<file path="config.mk">
export PLATFORM = sky130hd
export DESIGN_NAME = rename_top
export DESIGN_NICKNAME = d
export VERILOG_FILES = /design/src/hw/rv32i_types.sv /design/src/hw/circular_queue.sv /design/src/hw/fetch_intake.sv /design/src/hw/register_rename.sv /design/src/hw/dispatch_buffer.sv /design/src/hw/rename_top.sv
export SDC_FILE = /design/constraint.sdc
export NUM_CORES = 2
export LEC_CHECK = 0
export BUFFER_PORTS_ARGS = -buffer_cell sky130_fd_sc_hd__buf_2
export CORE_MARGIN = 4
export CORE_UTILIZATION = 45
export CTS_CLUSTER_SIZE = 8
export DETAILED_ROUTE_END_ITERATION = 8
export GPL_TIMING_DRIVEN = 1
export MAX_ROUTING_LAYER = met4
export SYNTH_ARGS = -nofsm -noshare
export SYNTH_HDL_FRONTEND = slang
export SYNTH_SLANG_ARGS = --single-unit
</file>
<file path="constraint.sdc">
create_clock -name clk -period 10.5 [get_ports clk]
set_input_delay 2.1 -clock clk [delete_from_list [all_inputs] [get_ports clk]]
set_output_delay 2.1 -clock clk [all_outputs]
set_load 0.05 [all_outputs]
</file>
<file path="src/hw/rv32i_types.sv">
`default_nettype none

package rv32i_types;

    // ==================================================
    // Widths
    // ==================================================

    localparam int ARCH_REG_W    = 5;
    localparam int PREG_W        = 6;
    localparam int NUM_ARCH_REGS = 32;

    // ==================================================
    // RV32I major opcodes that carry register fields
    // ==================================================

    localparam logic [6:0] OP_LUI    = 7'b0110111;
    localparam logic [6:0] OP_AUIPC  = 7'b0010111;
    localparam logic [6:0] OP_JAL    = 7'b1101111;
    localparam logic [6:0] OP_JALR   = 7'b1100111;
    localparam logic [6:0] OP_BRANCH = 7'b1100011;
    localparam logic [6:0] OP_LOAD   = 7'b0000011;
    localparam logic [6:0] OP_STORE  = 7'b0100011;
    localparam logic [6:0] OP_IMM    = 7'b0010011;
    localparam logic [6:0] OP_REG    = 7'b0110011;

    // ==================================================
    // Types
    // ==================================================

    // Queue contents at reset
    typedef enum logic {
        ZERO,
        FREE_LIST
    } initialization_t;

    typedef logic [ARCH_REG_W-1:0] arch_reg_t;
    typedef logic [PREG_W-1:0]     preg_t;

    // Instruction with its architectural register fields
    typedef struct packed {
        logic [31:0] pc;
        logic [31:0] inst;
        arch_reg_t   rd;
        arch_reg_t   rs1;
        arch_reg_t   rs2;
    } inst_entry_t;

    // Instruction after renaming, old_pd goes back to the free list at commit
    typedef struct packed {
        logic [31:0] pc;
        logic [31:0] inst;
        preg_t       pd;
        preg_t       ps1;
        preg_t       ps2;
        preg_t       old_pd;
    } renamed_t;

endpackage

`default_nettype wire

</file>
<file path="src/hw/circular_queue.sv">
`timescale 1ns/10ps
`default_nettype none

module circular_queue #(
    parameter type QUEUE_TYPE = rv32i_types::preg_t,
    parameter rv32i_types::initialization_t INIT_TYPE = rv32i_types::ZERO,
    parameter int SS = 2,
    parameter int DEPTH = 8
) (
    input  wire logic clk,
    input  wire logic rst,
    input  wire logic push,
    input  wire logic pop,
    input  QUEUE_TYPE in [SS],
    output logic      empty,
    output logic      full,
    output QUEUE_TYPE out [SS]
);

    localparam int IW    = $clog2(DEPTH);
    localparam int PTR_W = IW + 1;

    QUEUE_TYPE entries [DEPTH];

    // The extra top bit flips on every wrap, so equal indices mean
    // empty when the top bits agree and full when they differ
    logic [PTR_W-1:0] head;
    logic [PTR_W-1:0] tail;

    logic [IW-1:0] wr_idx [SS];
    logic [IW-1:0] rd_idx [SS];

    // Entry i of the free list holds the value i
    function automatic QUEUE_TYPE index_value(input int i);
        logic [$bits(QUEUE_TYPE)-1:0] v;
        v = $bits(QUEUE_TYPE)'(i);
        return QUEUE_TYPE'(v);
    endfunction

    assign empty = (head == tail);
    assign full  = (head[IW-1:0] == tail[IW-1:0]) && (head[IW] != tail[IW]);

    // Slot addresses wrap naturally since DEPTH is a power of two
    always_comb begin
        for (int i = 0; i < SS; i++) begin
            wr_idx[i] = head[IW-1:0] + IW'(i);
            rd_idx[i] = tail[IW-1:0] + IW'(i);
        end
    end

    // ==================================================
    // Pointers and storage
    // ==================================================

    always_ff @(posedge clk) begin
        if (rst) begin
            tail <= '0;
            if (INIT_TYPE == rv32i_types::FREE_LIST) begin
                // Start full with every index available
                head <= PTR_W'(DEPTH);
                for (int i = 0; i < DEPTH; i++) begin
                    entries[i] <= index_value(i);
                end
            end else begin
                head <= '0;
                for (int i = 0; i < DEPTH; i++) begin
                    entries[i] <= '0;
                end
            end
        end else begin
            if (push) begin
                head <= head + PTR_W'(SS);
                for (int i = 0; i < SS; i++) begin
                    entries[wr_idx[i]] <= in[i];
                end
            end
            if (pop) begin
                tail <= tail + PTR_W'(SS);
                for (int i = 0; i < SS; i++) begin
                    out[i] <= entries[rd_idx[i]];
                end
            end
        end
    end

endmodule

`default_nettype wire

</file>
<file path="src/hw/fetch_intake.sv">
`timescale 1ns/10ps
`default_nettype none

module fetch_intake #(
    parameter int SS = 2
) (
    input  wire logic               fetch_valid,
    input  wire logic [31:0]        fetch_pc,
    input  wire logic [31:0]        fetch_inst0,
    input  wire logic [31:0]        fetch_inst1,
    input  wire logic               iq_full,
    output logic                    fetch_ready,
    output logic                    iq_push,
    output rv32i_types::inst_entry_t iq_in [SS]
);

    logic [31:0] inst_w [SS];

    // Pull rd, rs1 and rs2 out according to the instruction format.
    // Fields the format does not have read as x0
    function automatic rv32i_types::inst_entry_t extract(
        input logic [31:0] pc,
        input logic [31:0] inst
    );
        rv32i_types::inst_entry_t e;
        logic has_rd;
        logic has_rs1;
        logic has_rs2;
        has_rd  = 1'b0;
        has_rs1 = 1'b0;
        has_rs2 = 1'b0;
        case (inst[6:0])
            rv32i_types::OP_REG: begin
                has_rd  = 1'b1;
                has_rs1 = 1'b1;
                has_rs2 = 1'b1;
            end
            rv32i_types::OP_IMM, rv32i_types::OP_LOAD, rv32i_types::OP_JALR: begin
                has_rd  = 1'b1;
                has_rs1 = 1'b1;
            end
            rv32i_types::OP_STORE, rv32i_types::OP_BRANCH: begin
                has_rs1 = 1'b1;
                has_rs2 = 1'b1;
            end
            rv32i_types::OP_LUI, rv32i_types::OP_AUIPC, rv32i_types::OP_JAL: begin
                has_rd = 1'b1;
            end
            default: ;
        endcase
        e.pc   = pc;
        e.inst = inst;
        e.rd   = has_rd  ? inst[11:7]  : '0;
        e.rs1  = has_rs1 ? inst[19:15] : '0;
        e.rs2  = has_rs2 ? inst[24:20] : '0;
        return e;
    endfunction

    assign inst_w[0] = fetch_inst0;
    assign inst_w[1] = fetch_inst1;

    // A fetch handshake is a push on the same edge
    assign fetch_ready = !iq_full;
    assign iq_push     = fetch_valid && !iq_full;

    always_comb begin
        for (int i = 0; i < SS; i++) begin
            iq_in[i] = extract(fetch_pc + 32'(4 * i), inst_w[i]);
        end
    end

endmodule

`default_nettype wire

</file>
<file path="src/hw/register_rename.sv">
`timescale 1ns/10ps
`default_nettype none

module register_rename #(
    parameter int SS = 2
) (
    input  wire logic                clk,
    input  wire logic                rst,
    input  wire logic                iq_empty,
    input  wire logic                fl_empty,
    input  rv32i_types::inst_entry_t iq_out [SS],
    input  rv32i_types::preg_t       fl_out [SS],
    input  wire logic [1:0]          slots_free,
    output logic                     pop,
    output logic                     wr_valid,
    output rv32i_types::renamed_t    wr_data [SS]
);

    // Architectural to physical map
    rv32i_types::preg_t rat [rv32i_types::NUM_ARCH_REGS];

    // High in the cycle after a pop, while its pair sits on the queue outputs
    logic       pop_vld;
    logic [1:0] in_flight;

    // ==================================================
    // Pop control
    // ==================================================

    // A pop already in flight has claimed a buffer slot that slots_free
    // does not show yet
    assign in_flight = {1'b0, pop_vld};
    assign pop       = !iq_empty && !fl_empty && (slots_free > in_flight);

    always_ff @(posedge clk) begin
        if (rst) begin
            pop_vld <= 1'b0;
        end else begin
            pop_vld <= pop;
        end
    end

    // ==================================================
    // Rename
    // ==================================================

    // Each source reads the RAT unless an earlier instruction of the same
    // pair writes that register, in which case the newest such pd wins
    always_comb begin
        for (int i = 0; i < SS; i++) begin
            wr_data[i].pc     = iq_out[i].pc;
            wr_data[i].inst   = iq_out[i].inst;
            wr_data[i].pd     = fl_out[i];
            wr_data[i].ps1    = rat[iq_out[i].rs1];
            wr_data[i].ps2    = rat[iq_out[i].rs2];
            wr_data[i].old_pd = rat[iq_out[i].rd];
            for (int j = 0; j < i; j++) begin
                if (iq_out[i].rs1 == iq_out[j].rd) begin
                    wr_data[i].ps1 = fl_out[j];
                end
                if (iq_out[i].rs2 == iq_out[j].rd) begin
                    wr_data[i].ps2 = fl_out[j];
                end
                if (iq_out[i].rd == iq_out[j].rd) begin
                    wr_data[i].old_pd = fl_out[j];
                end
            end
        end
    end

    assign wr_valid = pop_vld;

    // RAT starts with r mapped to r + 32, the registers outside the free list.
    // Writes go in program order so the later instruction wins
    always_ff @(posedge clk) begin
        if (rst) begin
            for (int r = 0; r < rv32i_types::NUM_ARCH_REGS; r++) begin
                rat[r] <= rv32i_types::preg_t'(r + rv32i_types::NUM_ARCH_REGS);
            end
        end else if (pop_vld) begin
            for (int i = 0; i < SS; i++) begin
                rat[iq_out[i].rd] <= fl_out[i];
            end
        end
    end

endmodule

`default_nettype wire

</file>
<file path="src/hw/dispatch_buffer.sv">
`timescale 1ns/10ps
`default_nettype none

module dispatch_buffer #(
    parameter int SS = 2
) (
    input  wire logic             clk,
    input  wire logic             rst,
    input  wire logic             wr_valid,
    input  rv32i_types::renamed_t wr_data [SS],
    input  wire logic             disp_ready,
    output logic [1:0]            slots_free,
    output logic                  disp_valid,
    output rv32i_types::renamed_t disp_data0,
    output rv32i_types::renamed_t disp_data1
);

    localparam int SLOTS = 2;

    rv32i_types::renamed_t slots [SLOTS][SS];

    logic       wr_ptr;
    logic       rd_ptr;
    logic [1:0] count;
    logic       rd_en;

    assign disp_valid = (count != 2'd0);
    assign rd_en      = disp_valid && disp_ready;
    assign slots_free = 2'(SLOTS) - count;
    assign disp_data0 = slots[rd_ptr][0];
    assign disp_data1 = slots[rd_ptr][1];

    // The rename credit guarantees room for every write
    always_ff @(posedge clk) begin
        if (rst) begin
            wr_ptr <= 1'b0;
            rd_ptr <= 1'b0;
            count  <= 2'd0;
        end else begin
            if (wr_valid) wr_ptr <= !wr_ptr;
            if (rd_en) rd_ptr <= !rd_ptr;
            count <= count + {1'b0, wr_valid} - {1'b0, rd_en};
        end
    end

    always_ff @(posedge clk) begin
        if (wr_valid) begin
            for (int i = 0; i < SS; i++) begin
                slots[wr_ptr][i] <= wr_data[i];
            end
        end
    end

endmodule

`default_nettype wire

</file>
<file path="src/hw/rename_top.sv">
`timescale 1ns/10ps
`default_nettype none

module rename_top #(
    parameter int SS       = 2,
    parameter int IQ_DEPTH = 8,
    parameter int FL_DEPTH = 32
) (
    input  wire logic             clk,
    input  wire logic             rst,

    // Fetch
    input  wire logic             fetch_valid,
    output logic                  fetch_ready,
    input  wire logic [31:0]      fetch_pc,
    input  wire logic [31:0]      fetch_inst0,
    input  wire logic [31:0]      fetch_inst1,

    // Dispatch
    output logic                  disp_valid,
    input  wire logic             disp_ready,
    output rv32i_types::renamed_t disp_data0,
    output rv32i_types::renamed_t disp_data1,

    // Commit returns old mappings to the free list
    input  wire logic             commit_valid,
    output logic                  commit_ready,
    input  rv32i_types::preg_t    commit_preg0,
    input  rv32i_types::preg_t    commit_preg1
);

    logic                     iq_push;
    logic                     iq_full;
    logic                     iq_empty;
    rv32i_types::inst_entry_t iq_in  [SS];
    rv32i_types::inst_entry_t iq_out [SS];

    logic                     fl_push;
    logic                     fl_full;
    logic                     fl_empty;
    rv32i_types::preg_t       fl_in  [SS];
    rv32i_types::preg_t       fl_out [SS];

    // One pop drains both queues together
    logic                     pop;
    logic                     wr_valid;
    rv32i_types::renamed_t    wr_data [SS];
    logic [1:0]               slots_free;

    // ==================================================
    // Front end and instruction queue
    // ==================================================

    fetch_intake #(
        .SS(SS)
    ) u_intake (
        .fetch_valid(fetch_valid),
        .fetch_pc   (fetch_pc),
        .fetch_inst0(fetch_inst0),
        .fetch_inst1(fetch_inst1),
        .iq_full    (iq_full),
        .fetch_ready(fetch_ready),
        .iq_push    (iq_push),
        .iq_in      (iq_in)
    );

    circular_queue #(
        .QUEUE_TYPE(rv32i_types::inst_entry_t),
        .INIT_TYPE (rv32i_types::ZERO),
        .SS        (SS),
        .DEPTH     (IQ_DEPTH)
    ) u_inst_queue (
        .clk  (clk),
        .rst  (rst),
        .push (iq_push),
        .pop  (pop),
        .in   (iq_in),
        .empty(iq_empty),
        .full (iq_full),
        .out  (iq_out)
    );

    // ==================================================
    // Free list, fed by commit
    // ==================================================

    assign commit_ready = !fl_full;
    assign fl_push      = commit_valid && !fl_full;
    assign fl_in[0]     = commit_preg0;
    assign fl_in[1]     = commit_preg1;

    circular_queue #(
        .QUEUE_TYPE(rv32i_types::preg_t),
        .INIT_TYPE (rv32i_types::FREE_LIST),
        .SS        (SS),
        .DEPTH     (FL_DEPTH)
    ) u_free_list (
        .clk  (clk),
        .rst  (rst),
        .push (fl_push),
        .pop  (pop),
        .in   (fl_in),
        .empty(fl_empty),
        .full (fl_full),
        .out  (fl_out)
    );

    // ==================================================
    // Rename and dispatch
    // ==================================================

    register_rename #(
        .SS(SS)
    ) u_rename (
        .clk       (clk),
        .rst       (rst),
        .iq_empty  (iq_empty),
        .fl_empty  (fl_empty),
        .iq_out    (iq_out),
        .fl_out    (fl_out),
        .slots_free(slots_free),
        .pop       (pop),
        .wr_valid  (wr_valid),
        .wr_data   (wr_data)
    );

    dispatch_buffer #(
        .SS(SS)
    ) u_disp_buf (
        .clk       (clk),
        .rst       (rst),
        .wr_valid  (wr_valid),
        .wr_data   (wr_data),
        .disp_ready(disp_ready),
        .slots_free(slots_free),
        .disp_valid(disp_valid),
        .disp_data0(disp_data0),
        .disp_data1(disp_data1)
    );

endmodule

`default_nettype wire

</file>
After elaboration in Yosys (flattened, before gate mapping):

Memory sizes are Yosys's and may differ from the RTL's. A register that Yosys moved wholly into a read port is not among the register bits.
Cells that the tools add are included.

* logic and storage cells: 127
* RAM bits: 1368
* memories: 4
* bits in latches: 0
* ROM bits: 0
* register bits: 25

Memory list
* u_inst_queue.entries: words 8, width 79, read ports 2, clocked after Yosys merged registers in 2, wr ports 8, RTL line circular_queue.sv:23 `QUEUE_TYPE entries [DEPTH];`
* u_disp_buf.slots: words 2, width 176, read ports 1, clocked after Yosys merged registers in 1, wr ports 1, RTL line dispatch_buffer.sv:20 `rv32i_types::renamed_t slots [SLOTS][SS];`
* u_free_list.entries: words 32, width 6, read ports 2, clocked after Yosys merged registers in 2, wr ports 32, RTL line circular_queue.sv:23
* u_rename.rat: words 32, width 6, read ports 6, clocked after Yosys merged registers in 0, wr ports 32, RTL line register_rename.sv:20 `rv32i_types::preg_t rat [rv32i_types::NUM_ARCH_REGS];`

* multipliers: 0
* bitwise operators: 1
* multiplexer cells: 47
* div/mod/pow operators: 0
* shifts and indexed selects: 0
* reduce and logical (&&, ||, !) cells: 27
* equal/unequal tests: 27
* order comparisons: 1
* $add $sub $neg: 12

Operator list (number)
* $mux 79: 2
* $reduce_or 79->1: 2
* $mux 5: 10
* $eq 7x6->1 const B: 6
* $eq 7x7->1 const B: 6
* $mux 6: 7
* $reduce_or 6->1: 6
* $add 32x3->32 const B: 1
* $eq 7x5->1 const B: 4
* $mux 1: 26
* $eq 5x5->1: 4
* $eq 7x2->1 const B: 2
* $reduce_or 7->1: 2
* $add 6x2->6 const B: 2
* $add 5x1->5 const B: 2
* $add 4x2->4 const B: 2
* $logic_and 1x1->1: 7
* $add 3x1->3 const B: 2
* $eq 6x6->1: 1
* $logic_not 1->1: 6
* $mux 3: 2
* $reduce_or 3->1: 2
* $eq 4x4->1: 1
* $eq 3x3->1: 1
* 8 further kinds: 9

Logic depth before layout (Yosys ltp):

* word-level depth: 9
* mapped depth: 8
* gate-level depth less buffers: 8

Cells and area by module:

From an unflattened synthesis, not the netlist that was laid out.

* cells, all modules: 4762
* area total of the unflattened synthesis: 76044.2 um^2

Modules (own cells, without submodules)
* circular_queue at u_inst_queue: instances 1, area an instance 32195.9 um^2, sequential area each 23842.9 um^2, cells each 1727
* register_rename: instances 1, area an instance 19055.8 um^2, sequential area each 5785.5 um^2, cells each 1594
* dispatch_buffer: instances 1, area an instance 13523.0 um^2, sequential area each 10670.2 um^2, cells each 574
* circular_queue at u_free_list: instances 1, area an instance 9596.7 um^2, sequential area each 6326.1 um^2, cells each 626
* fetch_intake: instances 1, area an instance 1662.8 um^2, sequential area each 0.0 um^2, cells each 239
* rename_top: instances 1, area an instance 10.0 um^2, sequential area each 0.0 um^2, cells each 2

Least setup slack after synthesis:

OpenSTA, ideal clock, no wires.

* path kind: input to register
* start point: in rst
* end point: reg u_free_list.out[0] (netlist name), read port of u_free_list.entries (enable)
* data required time: 9.783 ns
* cell stages on the path: 2
* path slack: 0.146 ns
* library setup time: 0.717 ns
* arrival time: 9.637 ns
* path through: clkbuf_1 nor2b_1

* longest elaborated chain between the ends: 2

RTL lines
* from (decl): RTL line rename_top.sv:10 `input wire logic rst,`
* $not 1->1 (no source line)
* $reduce_and 2->1 (no source line)
* to (decl): RTL line circular_queue.sv:17 `output QUEUE_TYPE out [SS]`

Every way passes these cells.
A chain may end at the register's enable or synchronous reset.

Worst setup path after layout:

* start point: reg u_inst_queue.tail[2]
* end point: out fetch_ready

* longest elaborated chain between the ends: 3

RTL lines
* from (decl): RTL line circular_queue.sv:28 `logic [PTR_W-1:0] tail;`
* from (signal assigned): RTL line circular_queue.sv:78 `tail <= tail + PTR_W'(SS);`
* $eq 3x3->1: RTL line circular_queue.sv:41 `assign full = (head[IW-1:0] == tail[IW-1:0]) && (head[IW] != tail[IW]);`
* $logic_and 1x1->1: RTL line circular_queue.sv:41
* $logic_not 1->1: RTL line fetch_intake.sv:63 `assign fetch_ready = !iq_full;`
* to (decl): RTL line rename_top.sv:14 `output logic fetch_ready,`

Every way passes these cells.

==> impl_metrics.py <==
metrics = {
    "cts": {
        "post_cts_resized": 0,
        "htreeDepth": 4,
        "cts_hold_buf": 0,
        "numCtsBuffers": 212,
        "clock_sinks": 1546,
        "cts.path.max_buffers": 3,
        "post_cts_buffers": 0,
        "cts_root_buf": "clkbuf_16",
        "clk_latency_ns": 0.86,
        "clk_pin_slew_ns": 0.05,
        "cts_tree": "yes",
    },
    "setup_path": {
        "r2r-end": "u_inst_queue.entries[4][41]",
        "r2r_slack_ns": 5.88,
        "worstPathRequired_ns": 8.40,
        "crit_type": "reg -> out",
        "crit_slowest_cell": "dfxtp_4",
        "worst_ep_arrival_time_ns": 3.33,
        "path_max_fanout": 50,
        "cpPeakStageDelay_ns": 0.88,
        "start_kind": "register",
        "reg2reg_from": "u_inst_queue.tail[2]",
        "crit_chain": "xnor2_1 -> and3_1 -> inv_2 -> buf_2",
        "rr_worst_depth": 7,
        "endpoint_kind": "output port",
    },
    "timing": {
        "grt_setup_unrepaired": "false",
        "hold_viol_final": 0,
        "finalSetupViolCount": 0,
        "slew_headroom_pct": 3.22,
        "min_period_ns": 5.43,
        "tns_ns": 0,
        "max_freq_mhz": 184,
        "finClkSkew_ns": 0.0883,
        "slew_viol_final": 0,
        "max_slew.worst_pin.slew_ns": 1.45,
        "final.period_utilization_pct": 51.7,
    },
    "drt": {
        "first_pass_iters": 8,
        "via_per_inst": 6.18,
        "drc": 0,
        "vias": 43500,
        "wirelength_um": 213000,
        "routedWlPerCell_um": 30.2,
        "antenna_left": 0,
        "drtIter0Drc": 5456,
    },
    "pwr": {
        "clkPwrFrac_pct": 30.0,
        "p_sw_share_pct": 34.3,
        "power_leakage_nw": 27.1,
        "ir_worst_vdd_mv": 0.198,
        "power_frac_comb_pct": 28.8,
        "power_density_mw_per_mm2": 253,
        "p_int_w": 0.0136,
        "p_switching_w": 0.00709,
        "p_seq_share_pct": 41.3,
    },
    "cells_and_area": {
        "drive_gt1_share_pct": 26.5,
        "fillers": 13100,
        "fin_nets": 4927,
        "finalNonFillerCells": 7038,
        "syn_to_final_growth_pct": 13.1,
    },
    "synth": {
        "netlist.area_leader.share_pct": 63.2,
        "yosys.area.top_type": "edfxtp_1",
        "synthArstFlopShare_pct": 0,
        "synthTopCellsByArea": "edfxtp_1 (63%), mux4_2 (14%), and2_1 (4.1%)",
        "ys_warn_count": 0,
        "ys_seq_elements": 1546,
        "synthDistinctLibCells": 65,
        "synth.avg_cell_area_um2": 15.9,
        "netlist_instances": 4545,
        "synthesis.nets": 4670,
        "synthesis.area_mm2": 0.0724,
        "ys_seq_area_share_pct": 63.8,
        "synth-edff-count": 1524,
        "synth_ff_type": "edfxtp_1",
    },
    "global_routing": {
        "grt_pass1_wl_um": 308000,
        "overflow": 0,
        "grt_max_degree": 84,
        "grtUsageTotal_pct": 25.9,
        "first_global_vias": 43400,
        "antenna_found_initial": 28,
    },
    "placed_design": {
        "portBuffers": 291,
        "dp_hpwl_um": 137000,
        "place.gp.congestion": 0.959,
        "place_inst": 6734,
    },
    "die": {
        "die_w_um": 409,
        "dieArea_mm2": 0.167,
        "num_rows": 146,
        "ios": 292,
        "core_area_mm2": 0.159,
        "die_h_um": 409,
        "start_util_pct": 45.5,
    },
    "status": {
        "outcome": "complete, no violations",
    },
    "worst_hold_path": {
        "hold_start": "u_inst_queue.out[135]",
        "whs_path_depth": 0,
        "whs_endpoint": "u_disp_buf.slots[0][153]",
        "hp-class": "reg -> reg",
    },
    "run": {
        "maxCapViolations": 0,
    },
}
## metrics by stage
step           cell area (um2)  hold slack (ns)  util [%]  power (W)  setup WS [ns]
2_1_floorplan            72400            0.421         -     0.0127          0.146
3_3_place_gp             75900            0.421      47.7     0.0145           4.45
3_5_place_dp             75900            0.429      47.7     0.0146           4.50
4_1_cts                  81700            0.436      51.4     0.0208           4.96
5_1_grt                  81800            0.445      51.4     0.0214           4.87
6_report                 81800            0.436      51.4     0.0207           5.07
## area by class of cell
| class | count | area (um2) | area share (%) |
|---|---|---|---|
| Inverter | 35 | 131 | 0.161 |
| Multi-Input combinational cell | 2622 | 24700 | 30.2 |
| Antenna cell | 28 | 70.1 | 0.0856 |
| Clock inverter | 17 | 352 | 0.430 |
| Clock buffer | 259 | 5520 | 6.75 |
| Sequential cell | 1546 | 46200 | 56.5 |
| Timing Repair Buffer | 385 | 2160 | 2.64 |
| Tap cell | 2146 | 2690 | 3.28 |
## placed cells by master (no fill, tap or decap), types with 6 or more instances in the layout
cell	n
a31oi_1	6
ha_1	12
or3_1	88
and3_1	20
a22oi_1	158
nor2_1	394
dfxtp_1	16
buf_4	94
a21oi_1	44
edfxtp_1	1524
nand4_1	14
or4_1	8
xnor2_1	34
mux2i_1	181
nor2b_1	35
nand2_1	125
a221oi_1	20
clkinv_16	7
buf_2	291
mux4_2	439
nand3b_1	10
o22ai_1	75
nand2b_1	18
nand3_1	35
inv_1	32
o2111ai_1	6
or2_1	7
clkbuf_16	214
clkbuf_1	45
a211oi_1	13
mux2_2	190
diode_2	28
o22a_1	32
and2_1	474
or2_2	8
nor3_1	35
xor2_1	32
a22o_1	38
## worst max path at each step
| stage | start | to | slack (ns) | cells past startpoint |
|---|---|---|---|---|
| final | u_inst_queue.tail[2] | fetch_ready | 5.07 | 4 |
| after global routing | u_inst_queue.tail[2] | fetch_ready | 4.87 | 4 |
| after CTS | u_inst_queue.tail[2] | fetch_ready | 4.96 | 4 |
| after detailed placement | rst | u_inst_queue.entries[4][42] | 4.50 | 9 |
| after global placement | rst | u_inst_queue.entries[4][44] | 4.45 | 9 |
| after floorplan | rst | u_free_list.out[0] | 0.15 | 2 |
## synthesized netlist by cell type, types with 39 or more instances
| library cell | n |
|---|---|
| mux4_2 | 439 |
| nand3_1 | 39 |
| edfxtp_1 | 1524 |
| or3_1 | 88 |
| mux2i_1 | 181 |
| and2_1 | 475 |
| mux2_2 | 190 |
| a22oi_1 | 158 |
| a21oi_1 | 44 |
| o22ai_1 | 75 |
| clkbuf_1 | 223 |
| buf_2 | 73 |
| nor2_1 | 398 |
| nand2_1 | 125 |
## sequential cells by signal, indices dropped and copies added (netlist names), 2 cells and up, named ones only
register	cells
u_disp_buf.count	2
u_disp_buf.slots	348
u_free_list.entries	192
u_free_list.head	5
u_free_list.out	12
u_free_list.tail	5
u_inst_queue.entries	624
u_inst_queue.head	3
u_inst_queue.out	156
u_inst_queue.tail	3
u_rename.rat	192
## kinds of logic after synthesis
| family | Yosys count | synth area share [%] |
|---|---|---|
| buffers and inverters | 377 | 2.21 |
| xor gates and xnor gates | 67 | 0.821 |
| muxes | 810 | 19.1 |
| DFF | 1546 | 63.8 |
| AOI/OAI and AO/OA | 421 | 4.27 |
| adders and majority gates | 12 | 0.207 |
| and+or+nand+nor | 1312 | 9.52 |
## metal layers
metal | global-route usage, % | wire length (um)
met1 | 35.1 | 85900
met2 | 38.1 | 97600
met3 | 6.37 | 21000
met4 | 9.81 | 8280
met5 | - | 0
## power by group through the flow
| stage | Sequential, W | Combinational [W] | Clock [W] |
|---|---|---|---|
| global route | 0.00859 | 0.00621 | 0.00658 |
| global placement | 0.00860 | 0.00594 | 0 |
| floorplan | 0.00840 | 0.00430 | 0 |
| detailed placement | 0.00863 | 0.00595 | 0 |
| finish | 0.00853 | 0.00595 | 0.00619 |
| CTS | 0.00852 | 0.00597 | 0.00631 |
## worst max-delay path: cells and delay by family, from the launching register on
family / cells / cell delay, ns
flops: 1 / 0.88
buf+inv: 2 / 0.61
simple gates: 1 / 0.81
xor+xnor: 1 / 0.22
(Power assumes the default switching activity.)
